==> src/design/uba_params.svh <==
/*
 * Bridge widths, address-word bit positions, register offsets,
 * NXD timeout, bridge number and status register bit positions
 */
`ifndef UBA_PARAMS_SVH
`define UBA_PARAMS_SVH

`define UBA_WORD_W      36
`define UBA_NUM_DEV     4
`define UBA_ADDR_W      18

// Address word flags (KS10 bit n sits at index 35-n)
`define UBA_READ_BIT    32
`define UBA_WRITE_BIT   30
`define UBA_PHYS_BIT    27
`define UBA_IO_BIT      24
`define UBA_WRU_BIT     23
`define UBA_PI_LSB      18        // 3-bit PI field, WRU cycles only
`define UBA_DEV_LSB     18        // 4-bit bridge number
`define UBA_BLK_LSB     7         // Bridge register block is 128 words

`define UBA_NUM         4'd1
`define UBA_BASE        18'o763000
`define UBA_STAT_OFS    18'o000100
`define UBA_WRU_RESP    (36'd1 << `UBA_NUM)
`define UBA_NXD_TIMEOUT 8

// Status register bits
`define ST_TMO          17
`define ST_NXD          14
`define ST_INTHI        11
`define ST_INTLO        10
`define ST_INI          6
`define ST_PIH_LSB      3
`define ST_PIL_LSB      0

`endif
==> src/design/uba_pkg.sv <==
/*
 * Bus word type, cycle kinds and controller states
 */
`include "uba_params.svh"

package uba_pkg;

   typedef logic [`UBA_WORD_W-1:0] word_t;

   // What the decoder made of the address word
   typedef enum logic [2:0]
   {
      cycNone,
      cycStatRd,
      cycStatWr,
      cycWru,
      cycDevRd,
      cycDevWr
   } cycleKind_e;

   typedef enum logic [1:0]
   {
      stIdle,
      stCpuToDev,      // Forwarded cycle in flight
      stWaitBusReq,    // Hold until the CPU drops its request
      stDone
   } ctrlState_e;

endpackage

==> src/design/uba.sv <==
/*
 * IO bridge top level: decode, status, interrupts and transfer control
 */
`timescale 1ns/1ps
`include "uba_params.svh"

module uba import uba_pkg::*;
(
   input  logic       clk,
   input  logic       rst,
   // Backplane side
   input  logic       busReqI,
   input  word_t      busAddrI,
   input  word_t      busDataI,
   output logic       busAckO,
   output word_t      busDataO,
   output logic [1:7] busIntr,
   // Device side, outputs broadcast
   output logic       devReqO,
   output word_t      devAddrO,
   output word_t      devDataO,
   input  logic       devAckI [`UBA_NUM_DEV],
   input  word_t      devDataI [`UBA_NUM_DEV],
   input  logic [7:4] devIntr [`UBA_NUM_DEV],
   output logic       devReset
);

   cycleKind_e cycleKind;
   word_t      statWord;
   logic [2:0] pih;
   logic [2:0] pil;
   logic       intHi;
   logic       intLo;
   logic       wruHit;
   logic       statWrite;
   logic       setNxd;

   ubaDecode u_decode
   (
      .busAddrI  (busAddrI),
      .cycleKind (cycleKind)
   );

   ubaStatus u_status
   (
      .clk       (clk),
      .rst       (rst),
      .busDataI  (busDataI),
      .statWrite (statWrite),
      .setNxd    (setNxd),
      .intHi     (intHi),
      .intLo     (intLo),
      .statWord  (statWord),
      .pih       (pih),
      .pil       (pil),
      .devReset  (devReset)
   );

   ubaIntr u_intr
   (
      .clk       (clk),
      .rst       (rst),
      .devIntr   (devIntr),
      .pih       (pih),
      .pil       (pil),
      .busAddrI  (busAddrI),
      .intHi     (intHi),
      .intLo     (intLo),
      .busIntr   (busIntr),
      .wruHit    (wruHit)
   );

   ubaCtrl u_ctrl
   (
      .clk       (clk),
      .rst       (rst),
      .busReqI   (busReqI),
      .busAddrI  (busAddrI),
      .busDataI  (busDataI),
      .cycleKind (cycleKind),
      .wruHit    (wruHit),
      .statWord  (statWord),
      .devAckI   (devAckI),
      .devDataI  (devDataI),
      .busAckO   (busAckO),
      .busDataO  (busDataO),
      .devReqO   (devReqO),
      .devAddrO  (devAddrO),
      .devDataO  (devDataO),
      .statWrite (statWrite),
      .setNxd    (setNxd)
   );

endmodule

==> src/design/ubaCtrl.sv <==
/*
 * Transfer FSM for status, WRU and forwarded device cycles with NXD timer
 */
`timescale 1ns/1ps
`include "uba_params.svh"

module ubaCtrl import uba_pkg::*;
(
   input  logic       clk,
   input  logic       rst,
   input  logic       busReqI,
   input  word_t      busAddrI,
   input  word_t      busDataI,
   input  cycleKind_e cycleKind,
   input  logic       wruHit,
   input  word_t      statWord,
   input  logic       devAckI [`UBA_NUM_DEV],
   input  word_t      devDataI [`UBA_NUM_DEV],
   output logic       busAckO,
   output word_t      busDataO,
   output logic       devReqO,
   output word_t      devAddrO,
   output word_t      devDataO,
   output logic       statWrite,
   output logic       setNxd
);

   ctrlState_e state;
   logic [3:0] nxdCnt;
   logic       ackHit;
   word_t      ackData;

   //////////////////////////////////////////////////////////////////////
   // Device acknowledge priority, lowest index wins
   //////////////////////////////////////////////////////////////////////

   always_comb
   begin
      ackHit  = 1'b0;
      ackData = '0;
      for (int i = `UBA_NUM_DEV - 1; i >= 0; i--)
      begin
         if (devAckI[i])
         begin
            ackHit  = 1'b1;
            ackData = devDataI[i];
         end
      end
   end

   // Status register loads on the edge that takes the cycle
   assign statWrite = (state == stIdle) && busReqI && (cycleKind == cycStatWr);

   //////////////////////////////////////////////////////////////////////
   // Transfer state machine
   //////////////////////////////////////////////////////////////////////

   always_ff @(posedge clk)
   begin
      if (rst)
      begin
         state    <= stIdle;
         busAckO  <= 1'b0;
         busDataO <= '0;
         devReqO  <= 1'b0;
         devAddrO <= '0;
         devDataO <= '0;
         nxdCnt   <= 4'd0;
         setNxd   <= 1'b0;
      end
      else
      begin
         setNxd <= 1'b0;
         case (state)
            stIdle:
            begin
               if (busReqI)
               begin
                  case (cycleKind)
                     cycStatRd, cycStatWr:
                     begin
                        busAckO  <= 1'b1;
                        busDataO <= statWord;
                        state    <= stWaitBusReq;
                     end
                     cycWru:
                     begin
                        if (wruHit)                // Otherwise another bridge owns it
                        begin
                           busAckO  <= 1'b1;
                           busDataO <= `UBA_WRU_RESP;
                           state    <= stWaitBusReq;
                        end
                     end
                     cycDevRd, cycDevWr:
                     begin
                        devReqO  <= 1'b1;
                        devAddrO <= busAddrI;
                        devDataO <= busDataI;
                        nxdCnt   <= 4'(`UBA_NXD_TIMEOUT - 1);
                        state    <= stCpuToDev;
                     end
                     default:
                     begin
                        state <= stIdle;
                     end
                  endcase
               end
            end

            stCpuToDev:
            begin
               if (ackHit)
               begin
                  busAckO  <= 1'b1;
                  busDataO <= ackData;
                  devReqO  <= 1'b0;
                  state    <= stWaitBusReq;
               end
               else if (!busReqI)
                  state <= stDone;                 // CPU gave up
               else if (nxdCnt != 4'd0)
                  nxdCnt <= nxdCnt - 4'd1;
               else
               begin
                  setNxd  <= 1'b1;                 // Nobody home
                  devReqO <= 1'b0;
                  state   <= stWaitBusReq;
               end
            end

            stWaitBusReq:
            begin
               if (!busReqI)
               begin
                  busAckO <= 1'b0;
                  state   <= stIdle;
               end
            end

            stDone:
            begin
               busAckO <= 1'b0;
               devReqO <= 1'b0;
               state   <= stIdle;
            end

            default:
            begin
               state <= stIdle;
            end
         endcase
      end
   end

endmodule

==> src/design/ubaIntr.sv <==
/*
 * Device interrupt levels onto backplane PI lines, WRU match
 */
`timescale 1ns/1ps
`include "uba_params.svh"

module ubaIntr import uba_pkg::*;
(
   input  logic       clk,
   input  logic       rst,
   input  logic [7:4] devIntr [`UBA_NUM_DEV],
   input  logic [2:0] pih,
   input  logic [2:0] pil,
   input  word_t      busAddrI,
   output logic       intHi,
   output logic       intLo,
   output logic [1:7] busIntr,
   output logic       wruHit
);

   logic [2:0] busPi;
   logic [1:7] intrNext;

   // Levels 7/6 share the high PI, 5/4 the low one
   always_comb
   begin
      intHi = 1'b0;
      intLo = 1'b0;
      for (int i = 0; i < `UBA_NUM_DEV; i++)
      begin
         intHi = intHi | devIntr[i][7] | devIntr[i][6];
         intLo = intLo | devIntr[i][5] | devIntr[i][4];
      end
   end

   always_comb
   begin
      intrNext = '0;
      if (intHi && pih != 3'd0)
         intrNext[pih] = 1'b1;
      if (intLo && pil != 3'd0)
         intrNext[pil] = 1'b1;                   // PI 0 means disabled
   end

   always_ff @(posedge clk)
   begin
      if (rst)
         busIntr <= '0;
      else
         busIntr <= intrNext;
   end

   assign busPi  = busAddrI[`UBA_PI_LSB +: 3];
   assign wruHit = (pih != 3'd0 && busPi == pih) || (pil != 3'd0 && busPi == pil);

endmodule

==> src/design/ubaStatus.sv <==
/*
 * Status register: sticky NXD/TMO, PI levels, INI and live interrupt bits
 */
`timescale 1ns/1ps
`include "uba_params.svh"

module ubaStatus import uba_pkg::*;
(
   input  logic       clk,
   input  logic       rst,
   input  word_t      busDataI,
   input  logic       statWrite,
   input  logic       setNxd,
   input  logic       intHi,
   input  logic       intLo,
   output word_t      statWord,
   output logic [2:0] pih,
   output logic [2:0] pil,
   output logic       devReset
);

   logic tmo;
   logic nxd;
   logic ini;

   always_ff @(posedge clk)
   begin
      if (rst)
      begin
         tmo <= 1'b0;
         nxd <= 1'b0;
         ini <= 1'b0;
         pih <= 3'd0;
         pil <= 3'd0;
      end
      else
      begin
         if (statWrite)
         begin
            if (busDataI[`ST_TMO])
               tmo <= 1'b0;                      // Write one to clear
            if (busDataI[`ST_NXD])
               nxd <= 1'b0;
            ini <= busDataI[`ST_INI];
            pih <= busDataI[`ST_PIH_LSB +: 3];
            pil <= busDataI[`ST_PIL_LSB +: 3];
         end
         if (setNxd)
            nxd <= 1'b1;                         // A new error beats the clear
      end
   end

   always_comb
   begin
      statWord                  = '0;
      statWord[`ST_TMO]         = tmo;
      statWord[`ST_NXD]         = nxd;
      statWord[`ST_INTHI]       = intHi;
      statWord[`ST_INTLO]       = intLo;
      statWord[`ST_INI]         = ini;
      statWord[`ST_PIH_LSB +: 3] = pih;
      statWord[`ST_PIL_LSB +: 3] = pil;
   end

   assign devReset = ini;

endmodule

==> src/design/ubaDecode.sv <==
/*
 * Backplane address word decode into a cycle kind
 */
`timescale 1ns/1ps
`include "uba_params.svh"

module ubaDecode import uba_pkg::*;
(
   input  word_t      busAddrI,
   output cycleKind_e cycleKind
);

   localparam logic [`UBA_ADDR_W-1:0] baseAddr = `UBA_BASE;
   localparam logic [`UBA_ADDR_W-1:0] statAddr = `UBA_BASE + `UBA_STAT_OFS;

   logic                   isRead;
   logic                   isWrite;
   logic                   isPhysIo;
   logic                   isWru;
   logic                   ourBridge;
   logic [`UBA_ADDR_W-1:0] ioAddr;

   assign isRead    = busAddrI[`UBA_READ_BIT];
   assign isWrite   = busAddrI[`UBA_WRITE_BIT];
   assign isPhysIo  = busAddrI[`UBA_PHYS_BIT] & busAddrI[`UBA_IO_BIT];
   assign isWru     = busAddrI[`UBA_WRU_BIT];
   assign ourBridge = (busAddrI[`UBA_DEV_LSB +: 4] == `UBA_NUM);
   assign ioAddr    = busAddrI[`UBA_ADDR_W-1:0];

   always_comb
   begin
      cycleKind = cycNone;
      if (isPhysIo)
      begin
         if (isWru)
         begin
            if (isRead)
               cycleKind = cycWru;               // Any bridge may answer
         end
         else if (ourBridge && ioAddr == statAddr)
            cycleKind = isRead ? cycStatRd : (isWrite ? cycStatWr : cycNone);
         else if (ourBridge &&
                  ioAddr[`UBA_ADDR_W-1:`UBA_BLK_LSB] != baseAddr[`UBA_ADDR_W-1:`UBA_BLK_LSB])
            cycleKind = isRead ? cycDevRd : (isWrite ? cycDevWr : cycNone);
      end
   end

endmodule

==> config.mk <==
export PLATFORM = sky130hd
export DESIGN_NAME = uba
export DESIGN_NICKNAME = d
export VERILOG_FILES = /design/src/design/uba_pkg.sv /design/src/design/uba.sv /design/src/design/ubaCtrl.sv /design/src/design/ubaIntr.sv /design/src/design/ubaStatus.sv /design/src/design/ubaDecode.sv
export VERILOG_INCLUDE_DIRS = /design/src /design/src/design
export SDC_FILE = /design/constraint.sdc
export NUM_CORES = 1
export LEC_CHECK = 0
export BUFFER_PORTS_ARGS = -buffer_cell sky130_fd_sc_hd__buf_2
export CAP_MARGIN = 10
export CORE_AREA = 5 5 135 137
export DETAILED_ROUTE_END_ITERATION = 10
export DIE_AREA = 0 0 140 142
export GPL_TIMING_DRIVEN = 0
export PLACE_DENSITY_LB_ADDON = 0.08
export SLEW_MARGIN = 20
export SYNTH_ARGS = -nofsm -noshare
export SYNTH_HDL_FRONTEND = slang
export SYNTH_SLANG_ARGS = --single-unit
==> constraint.sdc <==
create_clock -name clk -period 2.4 [get_ports clk]
set_clock_uncertainty 0.15 [all_clocks]
set_input_delay 0.12 -clock clk [delete_from_list [all_inputs] [get_ports clk]]
set_output_delay 0.12 -clock clk [all_outputs]
set_load 0.1 [all_outputs]
==> results.cfg, run 1 <==
[die]
core_um2 = 16900
dieHeight_um = 142
die-area_um2 = 19900
start_util_pct = 36.0
dieWidth_um = 140
rows = 48
ios = 357

[yosys]
synth_top_area_share_pct = 43.3
async_reset_ff_share_pct = 0
synth_cells = 750
synth-edff-count = 0
synth_area_um2 = 6100
yosys_register_bits = 132
ys_types = 54
synth.yosys.seq_area_share_pct = 43.3
avgSynthCellArea_um2 = 8.14
synthTopCellsByArea = dfxtp_1 43%, a21oi_1 9.4%, nand2_1 9.2%, a221oi_1 5.0%, o2bb2ai_1 3.6%
yosys.area.top_type = dfxtp_1
yosys_warnings = 0
syn-num-nets = 990
synthFlopType = dfxtp_1

[global_routing]
grt_pass1_wl_um = 38700
grt_max_degree = 17
antenna_found_initial = 1
grt_usage_pct = 24.3
grt_pass1_vias = 7430
overflow = 0

[placement]
place_ws_ns = -0.0206
io_buffers = 355
hpwlAfterDp_um = 19200
place_inst = 1330
gp_congestion = 0.895

[detailed_routing]
via_per_inst = 5.00
wirelength_um = 25100
postRouteAntennaNets = 0
vias = 7333
drt_iter0_drc = 295
drcViolationCount = 0
detail_route.wl_per_cell_um = 17.1
first_pass_iters = 4

[timing]
worstMarginPinSlew_ns = 0.693
fmax_mhz = 448
hold_viol_final = 0
setup_viol = 0
setup_ws_ns = 0.167
max-slew-margin-rel_pct = 53.4
period_share_pct = 93.1
timing.hold.ws_ns = 0.0166
slew_violations = 0
finalCriticalPeriod_ns = 2.23
grt_setup_unrepaired = no

[setup_path]
cp_common_cell = and4_1
required_ns = 2.59
crit_path_max_incr_delay_ns = 0.54
cp_max_fo = 10
critPathLaunchType = input port
cp_cell_sequence = dlygate4sd3_1 > buf_2 > and4_1 > and4_1 > nor4_4 > buf_4 > clkbuf_1 > nand2_1 > a21oi_1
crit_type = in2reg
worstSetupEndpointType = flop
timing.rr.end = u_status.pil[1]
worstReg2RegStart = u_ctrl.state[1]
cp.arrival_ns = 2.43
r2r_setup_slack_ns = 0.18
rr_worst_depth = 5
slowest_stage = dlygate4sd3_1

[power_and_ir_drop]
pwr-share-seq_pct = 39.8
p_comb_share_pct = 12.9
clkPwrFrac_pct = 47.2
swShare_pct = 25.8
power_density_nw_per_um2 = 564
p_int_w = 0.00411
power_leakage_nw = 4.42
vdd_drop_max_mv = 0.451
p_sw_w = 0.00143

[min_path]
hp-start = devDataI[94]
whs_endpoint = u_ctrl.busDataO[22]
min_path_type = in2reg
whs_path_depth = 4

[finish]
final_nets = 1468
mostFrequentLayoutCells = 365 x buf_2, 150 x nand2_1, 132 x dfxtp_1, 115 x a21oi_1, 101 x dlygate4sd3_1
drive_gt1_share_pct = 34.6
synthToLayoutAreaGrowth_pct = 60.9
final_util_pct = 58.0
fillCellCount = 1618
fin_cells = 1467
final_common_cell = buf_2

[clocking]
worstSkewPairLatency_ns = 0.42
cts_tree = yes
cts_max_level = 4
ctsLongestPathBuffers = 2
cts_buffers = 17
cts_sinks = 132
cts-root-buf = clkbuf_16
clk_pin_slew_ns = 0.06

[status]
status = finished, final reports clean

[flow_run]
drv_cap = 0
## power groups by stage
stage | clock [W] | sequential, W | combinational, W
detailed placement | 0 | 0.00225 | 0.000573
floorplan | 0 | 0.00231 | 0.000219
global placement | 0 | 0.00225 | 0.000573
global route | 0.00278 | 0.00220 | 0.000774
CTS | 0.00268 | 0.00220 | 0.000705
finish | 0.00262 | 0.00220 | 0.000715
## routing by layer
layer  GRT usage, %  wire (µm)  vias up
li1               -          -     3645
met1           29.2      10300     3374
met2           42.3      12500      290
met3           6.45       1900       24
met4           7.90        440        0
met5              0          0        -
## cells in the mapped netlist (3+ instances only)
cell type    n
nor2_1      31
buf_4        5
or2_2        3
and3_1       5
nor2b_1     33
inv_1       14
dfxtp_1    132
o2bb2ai_1   25
nand3_1     19
nor4_1       8
xor2_1       5
a221oi_1    35
nand4_1      4
nand2_1    150
buf_6        8
mux2i_1      8
a22oi_1      6
buf_1        4
and2_1       4
a21oi_1    115
buf_2       10
nor3_1      31
clkbuf_1    35
a211oi_1    11
o21ai_0      4
a31oi_1     10
## worst max-delay path: cells and delay by family
| kind | cells | cell delay (ns) |
|---|---|---|
| buf+inv | 4 | 1.23 |
| simple gates | 4 | 0.93 |
| compound gates | 1 | 0.14 |
## cell families (layout without fill, tap and decap cells)
logic type                 Yosys count  in the layout  share of synthesized area, %
xor gates and xnor gates             5              5                         0.717
muxes                                8              8                          1.31
and+or+nand+nor                    304            304                          24.1
buffers and inverters               77            568                          6.23
adders and majority gates            1              1                         0.205
other                                0              1                             0
AOI/OAI and AO/OA                  223            223                          24.1
DFF                                132            132                          43.3
## timing repair
item,in CTS,in global routing
resized for setup,0,8
buffers inserted,0,3
endpoints found under the setup margin,0,54
hold buffers,101,0
endpoints found under the hold margin,110,0
## stage by stage
stage | area [µm²] | setup TNS [ns] | power [W]
floorplan | 6100 | 0 | 0.00253
global placement | 8160 | -0.00548 | 0.00283
detailed placement | 8160 | -0.267 | 0.00283
CTS | 9770 | 0 | 0.00559
global route | 9820 | 0 | 0.00576
finish | 9820 | 0 | 0.00553
## registers in the layout, indices dropped and copies added (netlist names)
| register | count |
|---|---|
| u_ctrl.nxdCnt | 4 |
| u_ctrl.devDataO | 36 |
| u_status.devReset | 1 |
| u_status.pil | 3 |
| u_ctrl.devReqO | 1 |
| u_status.pih | 3 |
| u_ctrl.state | 2 |
| u_ctrl.busDataO | 36 |
| u_ctrl.busAckO | 1 |
| u_ctrl.devAddrO | 36 |
| u_intr.busIntr | 7 |
| u_ctrl.setNxd | 1 |
| u_status.nxd | 1 |
## cell type report
| class | count | area, µm² | area share, % |
|---|---|---|---|
| inverter | 15 | 56.3 | 0.573 |
| multi-input combinational | 541 | 3110 | 31.6 |
| tap | 225 | 282 | 2.87 |
| clock buffer | 17 | 425 | 4.33 |
| clock inverter | 15 | 169 | 1.72 |
| sequential | 132 | 2640 | 26.9 |
| buffer | 62 | 327 | 3.32 |
| antenna | 1 | 2.50 | 0.0255 |
| timing repair buffer | 459 | 2810 | 28.6 |
## how the worst max path moves through the flow
stage,endpoint,cells past startpoint,from,slack [ns]
finish,u_ctrl.devDataO[18],9,busAddrI[17],0.17
global placement,u_ctrl.busDataO[35],7,busAddrI[0],-0.002
floorplan,u_ctrl.busDataO[12],7,u_status.pil[0],0.48
global route,u_ctrl.devDataO[21],7,u_ctrl.state[1],0.004
detailed placement,u_ctrl.busDataO[18],7,busAddrI[0],-0.02
CTS,u_ctrl.busDataO[18],8,busAddrI[11],0.02
No activity file was read; power rests on OpenSTA's default activity.
==> run 2, diff against run 1 <==
--- a/config.mk
+++ b/config.mk
@@ -13,6 +13,7 @@
 export DIE_AREA = 0 0 140 142
 export GPL_TIMING_DRIVEN = 0
 export PLACE_DENSITY_LB_ADDON = 0.08
+export SETUP_SLACK_MARGIN = 0.3
 export SLEW_MARGIN = 20
 export SYNTH_ARGS = -nofsm -noshare
 export SYNTH_HDL_FRONTEND = slang
==> results.cfg, run 2 (synthesized netlist as in run 1, its figures left out) <==
[detailed_routing]
wirelength_um = 25100
via_per_inst = 4.99
postRouteAntennaNets = 0
drcViolationCount = 0
vias = 7314
detail_route.wl_per_cell_um = 17.1
first_pass_iters = 6
drt_iter0_drc = 240

[die]
rows = 48
ios = 357
dieHeight_um = 142
start_util_pct = 36.0
core_um2 = 16900
die-area_um2 = 19900
dieWidth_um = 140

[placement]
place_inst = 1330
postPlaceCellArea_um2 = 8160
hpwlAfterDp_um = 19200
io_buffers = 355
gp_congestion = 0.895

[global_routing]
overflow = 0
antenna_found_initial = 1
grt_max_degree = 17
grt_usage_pct = 24.3
grt_pass1_wl_um = 38900
grt_pass1_vias = 7414

[setup_path]
crit_path_max_incr_delay_ns = 0.47
cp_max_fo = 10
crit_type = reg2reg
slowest_stage = a2111o_1
critPathLaunchType = flop
r2r_setup_slack_ns = 0.38
cp_cell_sequence = clkbuf_4 > xor2_1 > nor2_1 > a2111o_1 > and3_1 > buf_4 > a211oi_1
rr_worst_depth = 7
required_ns = 2.57
worstSetupEndpointType = flop
timing.rr.end = u_ctrl.busDataO[4]
worstReg2RegStart = u_status.pil[0]
cp.arrival_ns = 2.20

[timing]
timing.hold.ws_ns = 0.0201
max-slew-margin-rel_pct = 54.8
setup_viol = 0
slew_violations = 0
hold_viol_final = 0
fmax_mhz = 495
worstMarginPinSlew_ns = 0.671
grt_setup_unrepaired = yes
tns_ns = 0
period_share_pct = 84.2
finalCriticalPeriod_ns = 2.02

[finish]
drive_gt1_share_pct = 35.4
fin_cells = 1467
final_area_um2 = 9890
biggestRegsByFlops = u_ctrl.busDataO (36), u_ctrl.devAddrO (36), u_ctrl.devDataO (36)
synthToLayoutAreaGrowth_pct = 62.0
fillCellCount = 1620
final_common_cell = buf_2
final_nets = 1468
mostFrequentLayoutCells = 361 x buf_2, 149 x nand2_1, 128 x dfxtp_1, 115 x a21oi_1, 100 x dlygate4sd3_1

[clocking]
worstSkewPairLatency_ns = 0.42
ctsLongestPathBuffers = 2
cts_tree = yes
cts-root-buf = clkbuf_16
cts_buffers = 17
clk_pin_slew_ns = 0.06
cts_max_level = 4
cts_sinks = 132

[min_path]
min_path_type = in2reg
whs_path_depth = 4
whs_endpoint = u_ctrl.busDataO[22]
hp-start = devDataI[94]

[power_and_ir_drop]
power_density_nw_per_um2 = 561
pwr-share-seq_pct = 39.7
clkPwrFrac_pct = 47.3
p_total_w = 0.00555
p_int_w = 0.00411
vdd_drop_max_mv = 0.446
swShare_pct = 25.9
p_comb_share_pct = 13.0
power_leakage_nw = 4.43
p_sw_w = 0.00143

[status]
status = finished, final reports clean

[flow_run]
drv_cap = 0
==> run 2: area by class of cell <==
class / count / area [µm²] / area share (%)
Multi-Input combinational cell: 541 / 3140 / 31.7
Timing Repair Buffer: 459 / 2820 / 28.5
Sequential cell: 132 / 2650 / 26.8
Clock buffer: 17 / 425 / 4.30
Buffer: 62 / 348 / 3.52
Tap cell: 225 / 282 / 2.85
Clock inverter: 15 / 169 / 1.71
Inverter: 15 / 56.3 / 0.569
Antenna cell: 1 / 2.50 / 0.0253
==> run 2: worst max path at each step <==
stage	slack, ns	end	startpoint	depth (start not counted)
CTS	0.34	u_ctrl.busDataO[4]	u_status.pil[0]	7
global placement	-0.002	u_ctrl.busDataO[35]	busAddrI[0]	7
floorplan	0.48	u_ctrl.busDataO[12]	u_status.pil[0]	7
global route	0.27	u_ctrl.busDataO[4]	u_status.pil[0]	7
detailed placement	-0.02	u_ctrl.busDataO[18]	busAddrI[0]	7
finish	0.38	u_ctrl.busDataO[4]	u_status.pil[0]	7
==> run 2: metal layers <==
metal	global-route usage, %	up-vias	routed length (µm)
li1	-	3658	-
met1	29.7	3371	10500
met2	42.1	265	12500
met3	6.22	20	1760
met4	7.65	0	383
met5	0	-	0
==> run 2: power groups by stage <==
stage	clock network (W)	logic (W)	registers, W
after detailed placement	0	0.000573	0.00225
after global routing	0.00279	0.000780	0.00220
after global placement	0	0.000573	0.00225
after CTS	0.00268	0.000707	0.00220
final	0.00262	0.000720	0.00220
after floorplan	0	0.000219	0.00231
==> run 2: timing repair <==
action,in CTS,in global routing
gates resized for setup,8,20
hold endpoints to repair,110,0
endpoints found under the setup margin,55,94
setup buffers,3,1
pin swaps,1,2
hold buffers,100,0
==> run 2: worst max-delay path: cells and delay by family, from the launching register on <==
| family | cells | cell delay [ns] |
|---|---|---|
| AND/OR/NAND/NOR | 2 | 0.28 |
| XOR/XNOR | 1 | 0.15 |
| flip-flops | 1 | 0.31 |
| buffers and inverters | 2 | 0.36 |
| AO/OA/AOI/OAI | 2 | 0.70 |
==> run 2: through the flow <==
step           util (%)  setup WS (ns)
3_3_place_gp       48.2       -0.00208
6_report           58.4          0.379
4_1_cts            57.9          0.336
5_1_grt            58.4          0.267
2_1_floorplan         -          0.476
3_5_place_dp       48.2        -0.0206
==> run 3, diff against run 2 <==
--- a/config.mk
+++ b/config.mk
@@ -8,9 +8,9 @@
 export LEC_CHECK = 0
 export BUFFER_PORTS_ARGS = -buffer_cell sky130_fd_sc_hd__buf_2
 export CAP_MARGIN = 10
-export CORE_AREA = 5 5 135 137
+export CORE_AREA = 5 5 134 136
 export DETAILED_ROUTE_END_ITERATION = 10
-export DIE_AREA = 0 0 140 142
+export DIE_AREA = 0 0 139 141
 export GPL_TIMING_DRIVEN = 0
 export PLACE_DENSITY_LB_ADDON = 0.08
 export SETUP_SLACK_MARGIN = 0.3
==> constraint.sdc (replaced) <==
create_clock -name clk -period 1.65 [get_ports clk]
set_clock_uncertainty 0.15 [all_clocks]
set_input_delay 0.0825 -clock clk [delete_from_list [all_inputs] [get_ports clk]]
set_output_delay 0.0825 -clock clk [all_outputs]
set_load 0.1 [all_outputs]
==> results.cfg, run 3 (synthesized netlist as in run 1, its figures left out) <==
[status]
status = finished with violations
violations = hold timing, setup timing

[detailed_routing]
drcViolationCount = 0
postRouteAntennaNets = 0
drt_iter0_drc = 366
vias = 8146
detail_route.wl_per_cell_um = 21.4
wirelength_um = 32500
via_per_inst = 5.36
first_pass_iters = 5

[clocking]
cts_tree = yes
cts_sinks = 132
cts_hold_buf = 109
worstSkewPairLatency_ns = 0.43
cts_buffers = 17
clk_pin_slew_ns = 0.06
cts_max_level = 4
ctsLongestPathBuffers = 2
cts-root-buf = clkbuf_16

[finish]
synthToLayoutAreaGrowth_pct = 111
final_nets = 1521
multi_input_area_um2 = 4410
biggestRegsByFlops = u_ctrl.busDataO (36), u_ctrl.devAddrO (36), u_ctrl.devDataO (36)
fillCellCount = 1037
mostFrequentLayoutCells = 239 x buf_2, 118 x dfxtp_1, 108 x dlygate4sd3_1, 68 x nand2_4, 67 x buf_6
diodes = 0
final_common_cell = buf_2
drive_gt1_share_pct = 56.2
seq_area_um2 = 2670

[setup_path]
critPathLaunchType = flop
worstReg2RegStart = u_status.pih[2]
cp_max_fo = 5
crit_path_max_incr_delay_ns = 0.44
worstSetupEndpointType = flop
required_ns = 1.85
cp.arrival_ns = 2.23
slowest_stage = a2111o_1
cp_cell_sequence = buf_6 > xor2_1 > nor4_1 > a2111o_1 > buf_6 > and3_4 > clkbuf_16 > a211oi_2
crit_type = reg2reg
rr_worst_depth = 8
startpoint = u_status.pih[2]
cp_common_cell = buf_6

[placement]
io_buffers = 355
gp_congestion = 0.898
place_ws_ns = -0.741
hpwlAfterDp_um = 20300

[timing]
tns_ns = -26.41
timing.hold.ws_ns = -0.103
period_share_pct = 123
max-slew-margin-rel_pct = 47.0
setup_ws_ns = -0.380
fmax_mhz = 493
hold_viol_final = 2
grt_setup_unrepaired = yes
worstMarginPinSlew_ns = 0.796
slew_violations = 0
finalCriticalPeriod_ns = 2.03
setup_viol = 121

[die]
core_um2 = 16800
dieHeight_um = 141
dieWidth_um = 139
rows = 48
start_util_pct = 36.3
ios = 357
die-area_um2 = 19600

[power_and_ir_drop]
p_total_w = 0.00841
power_density_nw_per_um2 = 654
power_leakage_nw = 5.32
vdd_drop_max_mv = 0.745

[min_path]
whs_path_depth = 4
min_path_type = in2reg
hp-start = devAckI[1]

[global_routing]
antenna_found_initial = 0
grt_max_degree = 17
grt_usage_pct = 29.4
grt_pass1_vias = 8380
grt_pass1_wl_um = 45900
overflow = 0

[flow_run]
drv_cap = 0
==> run 3: per-stage QoR <==
stage,util (%),cells,instance area (µm²),hold WS [ns]
6_report,76.5,1519,12900,-0.103
5_1_grt,76.5,1519,12900,-0.0904
4_1_cts,70.8,1508,11900,-0.0491
3_5_place_dp,49.3,1330,8290,0.183
3_3_place_gp,49.3,1330,8290,0.182
2_1_floorplan,-,750,6230,0.0730
==> run 3: worst paths after layout <==
kind	end	slack [ns]
max	u_ctrl.busDataO[6]	-0.38
min	u_ctrl.setNxd	-0.10
max reg2reg	u_ctrl.busDataO[6]	-0.38
min reg2reg	u_status.nxd	0.28
==> run 3: layout make-up <==
class	instances	area share, %
buffer	62	4.08
clock buffer	17	3.31
clock inverter	15	1.30
inverter	15	0.438
multi-input combinational	541	34.3
sequential	132	20.8
tap	225	2.19
timing repair buffer	512	33.6
==> run 3: worst max-delay path: cells and delay by family (launching register included) <==
kind,cells,cell delay [ns]
xor+xnor,1,0.15
buf+inv,3,0.44
compound gates,2,0.61
simple gates,2,0.27
flops,1,0.33
==> run 3: power breakdown <==
part           switching [W]  internal (W)  leakage (nW)  total, W
clock network        0.00167       0.00226         0.280   0.00393
registers          0.0000134       0.00319          1.07   0.00320
logic               0.000661      0.000614          3.97   0.00128
total                0.00234       0.00607          5.32   0.00841
==> run 3: timing repair <==
action	in CTS	in global routing
hold endpoints to repair	106	1
resized for setup	392	197
buffers inserted	24	7
setup endpoints to repair	247	172
pin swaps	92	66
cloned	13	4
==> run 3: per-layer routing <==
| metal | global-route usage [%] | up-vias | share of wire, % |
|---|---|---|---|
| met1 | 32.9 | 3905 | 37 |
| li1 | - | 3767 | - |
| met5 | 0 | - | 0 |
| met2 | 53.4 | 395 | 52 |
| met4 | 11.9 | 0 | 3.4 |
| met3 | 7.29 | 79 | 7.4 |
